==> src/pipeline_consts.svh <==
// pipeline-wide constants
// data and line widths, lane count, register and tag index widths
// nop encoding and the zero register index

`ifndef PIPELINE_CONSTS_SVH
`define PIPELINE_CONSTS_SVH

//////////////////////////////
// widths
//////////////////////////////
`define XLEN      32 // data and address width
`define N_LANES   3  // superscalar width
`define REG_IDX_W 5  // architectural register index
`define ROB_TAG_W 4  // reorder buffer tag
`define LINE_W    64 // memory line

//////////////////////////////
// encodings
//////////////////////////////
`define NOP_INST  32'h0000_0013 // addi x0, x0, 0
`define ZERO_REG  5'd0          // x0, writes are discarded

`endif

==> src/pipeline_pkg.sv <==
// shared pipeline types
// memory bus command, pipeline status
// issue packet and the lane array of issue packets

`default_nettype none

`include "pipeline_consts.svh"

package pipeline_pkg;

    // command levels on the memory bus
    typedef enum logic [1:0] {
        BUS_NONE  = 2'h0, // idle
        BUS_LOAD  = 2'h1,
        BUS_STORE = 2'h2
    } bus_command_e;

    // pipeline status seen by the outside world
    typedef enum logic [3:0] {
        NO_ERROR      = 4'h0,
        HALTED_ON_WFI = 4'h1  // a wfi retired
    } error_status_e;

    //////////////////////////////
    // issue / execute packet
    //////////////////////////////
    typedef struct packed {
        logic [`ROB_TAG_W-1:0] tag;          // rob entry
        logic [31:0]           inst;
        logic [`XLEN-1:0]      pc;
        logic [`XLEN-1:0]      npc;          // pc + 4 or predicted target
        logic [`XLEN-1:0]      rs1_value;
        logic [`XLEN-1:0]      rs2_value;
        logic [`REG_IDX_W-1:0] dest_reg_idx;
        logic                  valid;
    } issue_packet_t;

    // one packet per lane, lane 0 oldest
    typedef issue_packet_t [`N_LANES-1:0] issue_lanes_t;

endpackage

`default_nettype wire

==> src/mem_req_if.sv <==
// memory request bundle for one requester
// command, address, write data and the blocked level back from the arbiter

`timescale 1ns/1ps
`default_nettype none

`include "pipeline_consts.svh"

interface mem_req_if;
    import pipeline_pkg::*;

    bus_command_e     command; // BUS_NONE means no request this cycle
    logic [`XLEN-1:0] addr;
    logic [`XLEN-1:0] data;    // store data, low word of the line
    logic             blocked; // request lost the bus this cycle

    modport requester (output command, addr, data, input blocked);
    modport arbiter   (input command, addr, data, output blocked);

endinterface

`default_nettype wire

==> src/commit_unit.sv <==
// retire status bundle from commit to control
// commit unit: register write port, completed counts, gated next pcs
// and the retire status for control

`timescale 1ns/1ps
`default_nettype none

`include "pipeline_consts.svh"

interface retire_if;
    logic [`N_LANES-1:0] lane_valid;
    logic [`N_LANES-1:0] lane_halt;
    logic                squash_flag; // redirect fetch
    logic [`XLEN-1:0]    squash_pc;
    logic [`XLEN-1:0]    retire_npc;  // npc of youngest retiring lane
    logic                halt_seen;   // some valid lane halted

    modport source (output lane_valid, lane_halt, squash_flag, squash_pc, retire_npc, halt_seen);
    modport sink   (input lane_valid, lane_halt, squash_flag, squash_pc, retire_npc, halt_seen);
endinterface

module commit_unit (
    input  logic [`N_LANES-1:0]                retire_valid,
    input  logic [`N_LANES-1:0][`REG_IDX_W-1:0] retire_reg_idx,
    input  logic [`N_LANES-1:0][`XLEN-1:0]     retire_value,
    input  logic [`N_LANES-1:0][`XLEN-1:0]     retire_npc,
    input  logic [`N_LANES-1:0]                retire_halt,
    input  logic                               squash_flag,
    input  logic [`XLEN-1:0]                   squash_pc,
    output logic [`N_LANES-1:0][3:0]           completed_insts,
    output logic [`N_LANES-1:0]                commit_wr_en,
    output logic [`N_LANES-1:0][`REG_IDX_W-1:0] commit_wr_idx,
    output logic [`N_LANES-1:0][`XLEN-1:0]     commit_wr_data,
    output logic [`N_LANES-1:0][`XLEN-1:0]     commit_npc,
    retire_if.source                           status
);

    //////////////////////////////
    // per-lane commit outputs
    //////////////////////////////
    always_comb begin
        for (int i = 0; i < `N_LANES; i++) begin
            completed_insts[i] = {3'b0, retire_valid[i]}; // one inst per valid lane
            commit_wr_en[i]    = retire_valid[i] && (retire_reg_idx[i] != `ZERO_REG);
            commit_wr_idx[i]   = retire_reg_idx[i];
            commit_wr_data[i]  = retire_value[i];
            commit_npc[i]      = retire_valid[i] ? retire_npc[i] : '0;
        end
    end

    //////////////////////////////
    // retire status to control
    //////////////////////////////
    always_comb begin
        status.retire_npc = '0;
        for (int i = 0; i < `N_LANES; i++) begin
            if (retire_valid[i]) begin
                status.retire_npc = retire_npc[i]; // later lanes override
            end
        end
    end

    assign status.lane_valid  = retire_valid;
    assign status.lane_halt   = retire_halt;
    assign status.squash_flag = squash_flag;
    assign status.squash_pc   = squash_pc;
    assign status.halt_seen   = |(retire_valid & retire_halt); // halt on invalid lane ignored

    // a register write is always counted as a completed inst
    always_comb begin
        for (int i = 0; i < `N_LANES; i++) begin
            assert (!commit_wr_en[i] || (completed_insts[i] == 4'd1));
        end
    end

endmodule

`default_nettype wire

==> src/mem_bus_arbiter.sv <==
// arbiter for the single memory bus
// data requests win over instruction fetch
// store data zero-extended to the memory line

`timescale 1ns/1ps
`default_nettype none

`include "pipeline_consts.svh"

module mem_bus_arbiter (
    input  logic                       clock,
    input  logic                       reset,
    mem_req_if.arbiter                 dmem,
    mem_req_if.arbiter                 imem,
    output pipeline_pkg::bus_command_e proc2mem_command,
    output logic [`XLEN-1:0]           proc2mem_addr,
    output logic [`LINE_W-1:0]         proc2mem_data
);
    import pipeline_pkg::*;

    logic dmem_active; // data side wants the bus
    logic imem_active;

    assign dmem_active = (dmem.command != BUS_NONE);
    assign imem_active = (imem.command != BUS_NONE);

    //////////////////////////////
    // bus select
    //////////////////////////////
    always_comb begin
        if (dmem_active) begin
            proc2mem_command = dmem.command;
            proc2mem_addr    = dmem.addr;
        end else begin
            proc2mem_command = imem.command; // fetch gets the idle bus
            proc2mem_addr    = imem.addr;
        end
        // only the data side ever writes
        proc2mem_data = {{(`LINE_W-`XLEN){1'b0}}, dmem.data};
    end

    assign dmem.blocked = 1'b0;                       // data side never waits
    assign imem.blocked = dmem_active && imem_active; // fetch must hold and retry

    // a load or store is never dropped by the bus
    assert property (@(posedge clock) disable iff (reset)
        dmem_active |-> (proc2mem_command == dmem.command));

    // a fetch is only held off while the data side owns the bus
    assert property (@(posedge clock) disable iff (reset)
        imem.blocked |-> (proc2mem_addr == dmem.addr));

endmodule

`default_nettype wire

==> src/issue_reg.sv <==
// issue / execute pipeline register for all lanes
// resets every lane to a nop packet

`timescale 1ns/1ps
`default_nettype none

`include "pipeline_consts.svh"

module issue_reg (
    input  logic                       clock,
    input  logic                       reset,
    input  pipeline_pkg::issue_lanes_t issue_in,
    output pipeline_pkg::issue_lanes_t issue_out
);
    import pipeline_pkg::*;

    // bubble that sits in a lane after reset
    localparam issue_packet_t NOP_PACKET = '{
        tag:          '0,
        inst:         `NOP_INST,
        pc:           '0,
        npc:          '0,
        rs1_value:    '0,
        rs2_value:    '0,
        dest_reg_idx: `ZERO_REG,
        valid:        1'b0
    };

    //////////////////////////////
    // lane registers
    //////////////////////////////
    always_ff @(posedge clock) begin
        if (reset) begin
            for (int i = 0; i < `N_LANES; i++) begin
                issue_out[i] <= NOP_PACKET;
            end
        end else begin
            issue_out <= issue_in; // no flush on squash, execute drops stale tags
        end
    end

    // a valid packet leaving the register is the one issued last cycle
    for (genvar i = 0; i < `N_LANES; i++) begin : g_tag_chk
        assert property (@(posedge clock) disable iff (reset)
            issue_out[i].valid |-> (issue_out[i].tag == $past(issue_in[i].tag)));
    end

endmodule

`default_nettype wire

==> src/pipeline_ctrl.sv <==
// pipeline control
// registered next-fetch pc, squash redirect over the predictor
// pipeline status from the retire bundle

`timescale 1ns/1ps
`default_nettype none

`include "pipeline_consts.svh"

module pipeline_ctrl (
    input  logic                        clock,
    input  logic                        reset,
    input  logic [`XLEN-1:0]            bp_npc,
    retire_if.sink                      status,
    output logic [`XLEN-1:0]            fetch_pc,
    output pipeline_pkg::error_status_e error_status
);
    import pipeline_pkg::*;

    //////////////////////////////
    // next fetch pc
    //////////////////////////////
    always_ff @(posedge clock) begin
        if (reset) begin
            fetch_pc <= '0;
        end else if (status.squash_flag) begin
            fetch_pc <= status.squash_pc; // mispredict or exception wins
        end else begin
            fetch_pc <= bp_npc;
        end
    end

    assign error_status = status.halt_seen ? HALTED_ON_WFI : NO_ERROR;

    //////////////////////////////
    // checks
    //////////////////////////////
    // redirect lands one cycle later
    assert property (@(posedge clock) disable iff (reset)
        status.squash_flag |=> (fetch_pc == $past(status.squash_pc)));

    // status only when a valid lane actually halted
    assert property (@(posedge clock) disable iff (reset)
        (error_status == HALTED_ON_WFI) == |(status.lane_valid & status.lane_halt));

    // nothing retiring, so no retire npc either
    assert property (@(posedge clock) disable iff (reset)
        !(|status.lane_valid) |-> (status.retire_npc == '0));

endmodule

`default_nettype wire

==> src/pipeline.sv <==
// top level of the pipeline glue
// memory bus arbitration, next-fetch pc, issue/execute register
// and commit outputs

`timescale 1ns/1ps
`default_nettype none

`include "pipeline_consts.svh"

module pipeline (
    input  logic                                clock,
    input  logic                                reset,
    // memory requesters
    input  pipeline_pkg::bus_command_e          dmem_command,
    input  logic [`XLEN-1:0]                    dmem_addr,
    input  logic [`XLEN-1:0]                    dmem_data,
    input  pipeline_pkg::bus_command_e          imem_command,
    input  logic [`XLEN-1:0]                    imem_addr,
    // fetch and issue
    input  logic [`XLEN-1:0]                    bp_npc,
    input  pipeline_pkg::issue_lanes_t          issue_in,
    // retire
    input  logic [`N_LANES-1:0]                 retire_valid,
    input  logic [`N_LANES-1:0][`REG_IDX_W-1:0] retire_reg_idx,
    input  logic [`N_LANES-1:0][`XLEN-1:0]      retire_value,
    input  logic [`N_LANES-1:0][`XLEN-1:0]      retire_npc,
    input  logic [`N_LANES-1:0]                 retire_halt,
    input  logic                                squash_flag,
    input  logic [`XLEN-1:0]                    squash_pc,

    output logic                                imem_blocked,
    output pipeline_pkg::bus_command_e          proc2mem_command,
    output logic [`XLEN-1:0]                    proc2mem_addr,
    output logic [`LINE_W-1:0]                  proc2mem_data,
    output logic [`XLEN-1:0]                    fetch_pc,
    output pipeline_pkg::issue_lanes_t          issue_out,
    output logic [`N_LANES-1:0][3:0]            completed_insts,
    output logic [`N_LANES-1:0]                 commit_wr_en,
    output logic [`N_LANES-1:0][`REG_IDX_W-1:0] commit_wr_idx,
    output logic [`N_LANES-1:0][`XLEN-1:0]      commit_wr_data,
    output logic [`N_LANES-1:0][`XLEN-1:0]      commit_npc,
    output pipeline_pkg::error_status_e         error_status
);

    //////////////////////////////
    // memory bus
    //////////////////////////////
    mem_req_if dmem_req ();
    mem_req_if imem_req ();

    assign dmem_req.command = dmem_command;
    assign dmem_req.addr    = dmem_addr;
    assign dmem_req.data    = dmem_data;
    assign imem_req.command = imem_command;
    assign imem_req.addr    = imem_addr;
    assign imem_req.data    = '0;  // fetch only reads
    assign imem_blocked     = imem_req.blocked;

    mem_bus_arbiter mem_bus_arbiter_inst (
        .clock            (clock),
        .reset            (reset),
        .dmem             (dmem_req.arbiter),
        .imem             (imem_req.arbiter),
        .proc2mem_command (proc2mem_command),
        .proc2mem_addr    (proc2mem_addr),
        .proc2mem_data    (proc2mem_data)
    );

    //////////////////////////////
    // issue / execute boundary
    //////////////////////////////
    issue_reg issue_reg_inst (
        .clock     (clock),
        .reset     (reset),
        .issue_in  (issue_in),
        .issue_out (issue_out)
    );

    //////////////////////////////
    // commit and control
    //////////////////////////////
    retire_if retire_bus ();

    commit_unit commit_unit_inst (
        .retire_valid    (retire_valid),
        .retire_reg_idx  (retire_reg_idx),
        .retire_value    (retire_value),
        .retire_npc      (retire_npc),
        .retire_halt     (retire_halt),
        .squash_flag     (squash_flag),
        .squash_pc       (squash_pc),
        .completed_insts (completed_insts),
        .commit_wr_en    (commit_wr_en),
        .commit_wr_idx   (commit_wr_idx),
        .commit_wr_data  (commit_wr_data),
        .commit_npc      (commit_npc),
        .status          (retire_bus.source)
    );

    pipeline_ctrl pipeline_ctrl_inst (
        .clock        (clock),
        .reset        (reset),
        .bp_npc       (bp_npc),
        .status       (retire_bus.sink),
        .fetch_pc     (fetch_pc),
        .error_status (error_status)
    );

endmodule

`default_nettype wire

==> config.mk <==
export PLATFORM = sky130hd
export DESIGN_NAME = pipeline
export DESIGN_NICKNAME = d
export VERILOG_FILES = /design/src/pipeline_pkg.sv /design/src/mem_req_if.sv /design/src/commit_unit.sv /design/src/mem_bus_arbiter.sv /design/src/issue_reg.sv /design/src/pipeline_ctrl.sv /design/src/pipeline.sv
export VERILOG_INCLUDE_DIRS = /design/src /design/src/src
export SDC_FILE = /design/constraint.sdc
export NUM_CORES = 1
export LEC_CHECK = 0
export ABC_AREA = 1
export BUFFER_PORTS_ARGS = -buffer_cell sky130_fd_sc_hd__buf_4
export CAP_MARGIN = 20
export CORE_AREA = 2 2 691 693
export CTS_CLUSTER_DIAMETER = 100
export DETAILED_ROUTE_END_ITERATION = 7
export DIE_AREA = 0 0 693 695
export SLEW_MARGIN = 5
export SYNTH_ARGS = -nofsm -noshare
export SYNTH_HDL_FRONTEND = slang
export SYNTH_HIERARCHICAL = 1
export SYNTH_SLANG_ARGS = --single-unit
==> constraint.sdc <==
create_clock -name clock -period 0.8 [get_ports clock]
set_input_delay 0.04 -clock clock [delete_from_list [all_inputs] [get_ports clock]]
set_output_delay 0.04 -clock clock [all_outputs]
set_load 0.005 [all_outputs]
==> flow_summary.json, run 1 <==
{
  "cts-root-buf": "clkbuf_16",
  "layout.nets": 5631,
  "syn2layout_area_growth_pct": 187,
  "design_area_sq_mm": 0.0548,
  "htreeDepth": 3,
  "whs_ns": 0.0508,
  "drc": 0,
  "hold_viol": 0,
  "comb_power_share": 0.244,
  "period_share": 1.80,
  "setup_viol": 667,
  "hold_path_end": "issue_reg_inst/issue_out[143]$_SDFF_PP0_",
  "clkTransAtPathRegs_ns": 0.06,
  "avgSynthCellArea_sq_um": 8.11,
  "whs_path_depth": 5,
  "holdCritPathClass": "in2reg",
  "floorplan.die.height_um": 695,
  "ir_drop_uv": 1710,
  "worst_slack_ns": -0.644,
  "die_x_um": 693,
  "cts_tree": "yes",
  "outcome": "finished, violations left",
  "grt_pass1_wl_um": 404000,
  "drt-wirelength-per-cell_um": 31.4,
  "clock_path_buffers": 4,
  "io_pins": 1757,
  "placed_cells": 9862,
  "wl_um": 350000,
  "p_sw_mw": 26.4,
  "gp_congestion": 0.999,
  "p_seq_frac": 0.340,
  "yosysWarnings": 6,
  "track_usage": 0.139,
  "drive_above_1_share": 0.489,
  "place_area_sq_mm": 0.0364,
  "power.leakage_nw": 25.4,
  "grt_pass1_vias": 26000,
  "worst_setup_path_start_kind": "primary input",
  "swShare": 0.301,
  "grt_antenna_before_repair": 339,
  "critPathKind": "in2reg",
  "violations": "negative setup slack",
  "portBuffers": 1456,
  "maxCapViolations": 0,
  "drt-initial-drc-count": 1651,
  "cp-end-kind": "flip-flop",
  "rows": 253,
  "grt_max_degree": 49,
  "maxSlewHeadroom": 0.505,
  "numCtsBuffers": 75,
  "numClockSinks": 542,
  "syn_area_sq_mm": 0.0191,
  "avgViaCountPerCell": 2.28,
  "dr.pass1.iters": 5,
  "p_int_mw": 61.2,
  "finalNonFillerCells": 11100,
  "ant_nets": 0,
  "netlist_instances": 2352,
  "initial_core_util": 0.0403,
  "timing.fmax_ghz": 0.693,
  "rsz0062_at_grt": "true",
  "grt_overflow": 0,
  "worstPathMaxFanout": 7,
  "placeableCoreArea_sq_mm": 0.474,
  "slew_viol_final": 0,
  "worst_ep_required_time_ns": 1.48,
  "finalCriticalPeriod_ns": 1.44,
  "worst_pin_slew_ns": 0.743,
  "hpwlAfterDp_um": 312000,
  "die_area_sq_mm": 0.482,
  "fillers": 54100,
  "num_vias": 25500,
  "min_from": "reset",
  "power_density_mw_per_mm2": 1600,
  "crit_arrival_ns": 2.12,
  "p_clk_frac": 0.416
}
[flip-flops by register name, summed over array words and instances (netlist names)]
name                         count
issue_reg_inst/issue_out       510
pipeline_ctrl_inst/fetch_pc     32
[cells in the final DEF (no fill, tap or decap), types with 13 or more instances in the layout]
cell type,count
dlygate4sd3_1,971
buf_4,952
inv_1,623
nor2_1,565
dfxtp_2,496
buf_6,401
nand2_1,176
diode_2,106
buf_8,103
buf_12,97
clkbuf_16,85
conb_1,44
dlymetal6s4s_1,41
nand2_4,41
dfxtp_4,30
o21ai_4,26
inv_2,22
dfxtp_1,16
nand2_8,15
clkbuf_8,13
[worst max-delay path, stage by stage]
cell	delay (ns)
buf_4	0.16
dlygate4sd3_1	0.82
buf_4	0.24
buf_4	0.13
nand2_1	0.05
dlygate4sd3_1	0.55
nand2_1	0.08
nor2_1	0.05
[area by class of cell]
type	count	area, sq um	area share
antenna	106	265	0.00484
clock buffer	95	2100	0.0384
clock inverter	36	478	0.00872
inverter	645	2420	0.0442
multi-input combinational	894	4340	0.0791
sequential	542	11600	0.211
tap	6247	7820	0.143
timing repair buffer	2583	25800	0.471
[worst max-delay path by stage]
stage / from / to / slack [ns] / cells after the start
2_1_floorplan: squash_flag / pipeline_ctrl_inst/fetch_pc[10]$_SDFF_PP0_ / 0.15 / 5
3_3_place_gp: dmem_command[1] / proc2mem_addr[29] / -0.53 / 5
3_5_place_dp: dmem_command[0] / proc2mem_addr[29] / -0.54 / 5
4_1_cts: issue_reg_inst/issue_out[473]$_SDFF_PP0_ / issue_out[473] / -0.76 / 1
5_1_grt: issue_reg_inst/issue_out[473]$_SDFF_PP0_ / issue_out[473] / -0.74 / 1
6_report: squash_flag / pipeline_ctrl_inst/fetch_pc[22]$_SDFF_PP0_ / -0.64 / 8
[through the flow]
step	setup WS, ns	utilization	TNS [ns]	power, mW
5_1_grt	-0.742	0.116	-323.48	91.3
3_5_place_dp	-0.537	0.0767	-105.85	43.7
6_report	-0.644	0.116	-279.93	87.5
3_3_place_gp	-0.529	0.0767	-103.74	43.8
4_1_cts	-0.760	0.112	-362.19	88.8
2_1_floorplan	0.147	-	0	32.9
[routing by layer]
layer	vias up	routed length, um	GRT usage	share of wire
met5	-	404	0.00340	0.0012
met1	11700	120000	0.137	0.34
met2	1853	161000	0.230	0.46
li1	11100	-	-	-
met4	30	26600	0.0811	0.076
met3	747	41700	0.0749	0.12
[power by group through the flow]
stage               clock network, mW  registers (mW)  logic (mW)
floorplan                           0            29.7        3.25
global placement                    0            29.7        14.1
detailed placement                  0            29.7        14.0
CTS                              37.9            29.7        21.2
global route                     38.8            29.9        22.6
finish                           36.4            29.8        21.4
[what timing repair did]
action | in CTS | in global routing
endpoints found under the hold margin | 542 | 31
gates cloned | 3 | 10
endpoints found under the setup margin | 576 | 760
pin swaps | 15 | 17
resized for setup | 1369 | 286
hold buffers | 1016 | 1
setup buffers | 11 | 13
No activity file was read; power rests on OpenSTA's default activity.
==> run 2: changes to the inputs <==
Settings changed: ABC_AREA 1 to default, CORE_AREA 2 2 691 693 to 2 2 676 678, DIE_AREA 0 0 693 695 to 0 0 678 680.
==> run 2 against run 1 <==
Net effect: critical path type is now reg2out; critical path depth fell by 7; the flow finishes with violations (negative hold slack, negative setup slack); die area down 4.3%; global-route usage down 0.65 points.
==> flow_summary.json, run 2 <==
{
  "power.leakage_nw": 20.4,
  "syn2layout_area_growth_pct": 175,
  "violations": "negative hold slack, negative setup slack",
  "gp_congestion": 0.977,
  "cp_top_family": "flip-flops",
  "grt_pass1_vias": 21700,
  "cp_slowest_stage_delay_ns": 0.40,
  "hold_viol": 33,
  "top_register": "issue_reg_inst/issue_out",
  "fillers": 52000,
  "wl_um": 319000,
  "io_pins": 1757,
  "path_cells": "buf_8",
  "drc": 0,
  "outcome": "finished, violations left",
  "largest_reg_flops": 510,
  "grt_pass1_wl_um": 362000,
  "register_area_sq_mm": 0.0117,
  "initial_core_util": 0.0395,
  "die_area_sq_mm": 0.461,
  "place_ws_ns": -0.482,
  "largestRegisters": "issue_reg_inst/issue_out (510), pipeline_ctrl_inst/fetch_pc (32)",
  "portBuffers": 1456,
  "maxCapViolations": 0,
  "period_share": 1.63,
  "numCtsBuffers": 73,
  "syn_area_sq_mm": 0.0180,
  "netlist_instances": 1571,
  "critPathKind": "reg2out",
  "dr.pass1.iters": 5,
  "place_area_sq_mm": 0.0356,
  "crit_arrival_ns": 1.27,
  "finalNonFillerCells": 9710,
  "cts-root-buf": "clkbuf_16",
  "hpwlAfterDp_um": 287000,
  "drive_above_1_share": 0.631,
  "whs_ns": -0.0889,
  "placed_cells": 8877,
  "worst_setup_path_start_kind": "flip-flop",
  "slowest_stage": "dfxtp_4",
  "avgSynthCellArea_sq_um": 11.4,
  "worst_pin_slew_ns": 0.779,
  "multi_input_area_sq_mm": 0.00535,
  "worst-path-buf-inv": 1,
  "mostFrequentLayoutCell": "buf_4",
  "cts_tree": "yes",
  "die_x_um": 678,
  "grt_max_degree": 82,
  "numClockSinks": 542,
  "power_density_mw_per_mm2": 1670,
  "maxSlewHeadroom": 0.480,
  "cp-end-kind": "output pin",
  "holdCritPathClass": "in2reg",
  "layout_common_cells": "buf_4, dlygate4sd3_1, dfxtp_2",
  "htreeDepth": 3,
  "ant_nets": 0,
  "yosysWarnings": 6,
  "track_usage": 0.132,
  "design_area_sq_mm": 0.0494,
  "setup_viol": 641,
  "drt-wirelength-per-cell_um": 32.8,
  "timing.fmax_ghz": 0.765,
  "avgViaCountPerCell": 2.14,
  "worst_slack_ns": -0.507,
  "rows": 248,
  "num_vias": 20800,
  "drt-initial-drc-count": 1086,
  "finalCriticalPeriod_ns": 1.31,
  "ir_drop_uv": 1510,
  "grt_overflow": 0,
  "worst_ep_required_time_ns": 0.76,
  "slew_viol_final": 0,
  "clkTransAtPathRegs_ns": 0.06,
  "layout.nets": 4492,
  "placeableCoreArea_sq_mm": 0.454,
  "rsz0062_at_grt": "true",
  "floorplan.die.height_um": 680,
  "clock_path_buffers": 3,
  "worstPathMaxFanout": 1,
  "grt_antenna_before_repair": 300
}
[run 2: cell type report]
cell class	count	share of cell area
timing repair buffer	2224	0.451
clock buffer	98	0.0413
antenna	51	0.00258
sequential	542	0.237
tap	6000	0.152
clock inverter	34	0.00730
inverter	3	0.000228
multi-input combinational	758	0.108
[run 2: final timing paths]
path,start,slack (ns),to,cells after the start
setup / recovery,issue_reg_inst/issue_out[443]$_SDFF_PP0_,-0.51,issue_out[443],1
hold / removal,squash_flag,-0.09,pipeline_ctrl_inst/fetch_pc[13]$_SDFF_PP0_,4
[run 2: metal layers]
metal	global-route usage	share of wire	routed length [um]	vias up
met2	0.240	0.50	160000	1914
met5	0.00875	0.0032	1010	-
met1	0.109	0.29	90900	9536
met4	0.0469	0.047	15100	56
met3	0.0966	0.16	51400	658
li1	-	-	-	8654
[run 2: what timing repair did]
| item | CTS | global route |
|---|---|---|
| hold buffers | 642 | 28 |
| setup buffers | 10 | 6 |
| hold endpoints to repair | 542 | 90 |
| endpoints found under the setup margin | 644 | 719 |
| pin swaps | 8 | 8 |
| cloned | 9 | 3 |
| gates resized for setup | 1255 | 329 |
[run 2: per-stage QoR]
step / TNS (ns) / power (mW) / util
floorplan: -0.0532 / 32.6 / -
global placement: -186.17 / 43.2 / 0.0785
detailed placement: -192.98 / 43.2 / 0.0785
CTS: -295.59 / 84.0 / 0.106
global route: -270.98 / 86.2 / 0.109
finish: -225.33 / 82.3 / 0.109
[run 2: power by group]
part	leakage (nW)	internal (mW)	switching, mW
combinational	14.6	10.3	8.37
sequential	4.67	28.6	1.21
clock	1.16	18.9	14.9
total	20.4	57.8	24.5
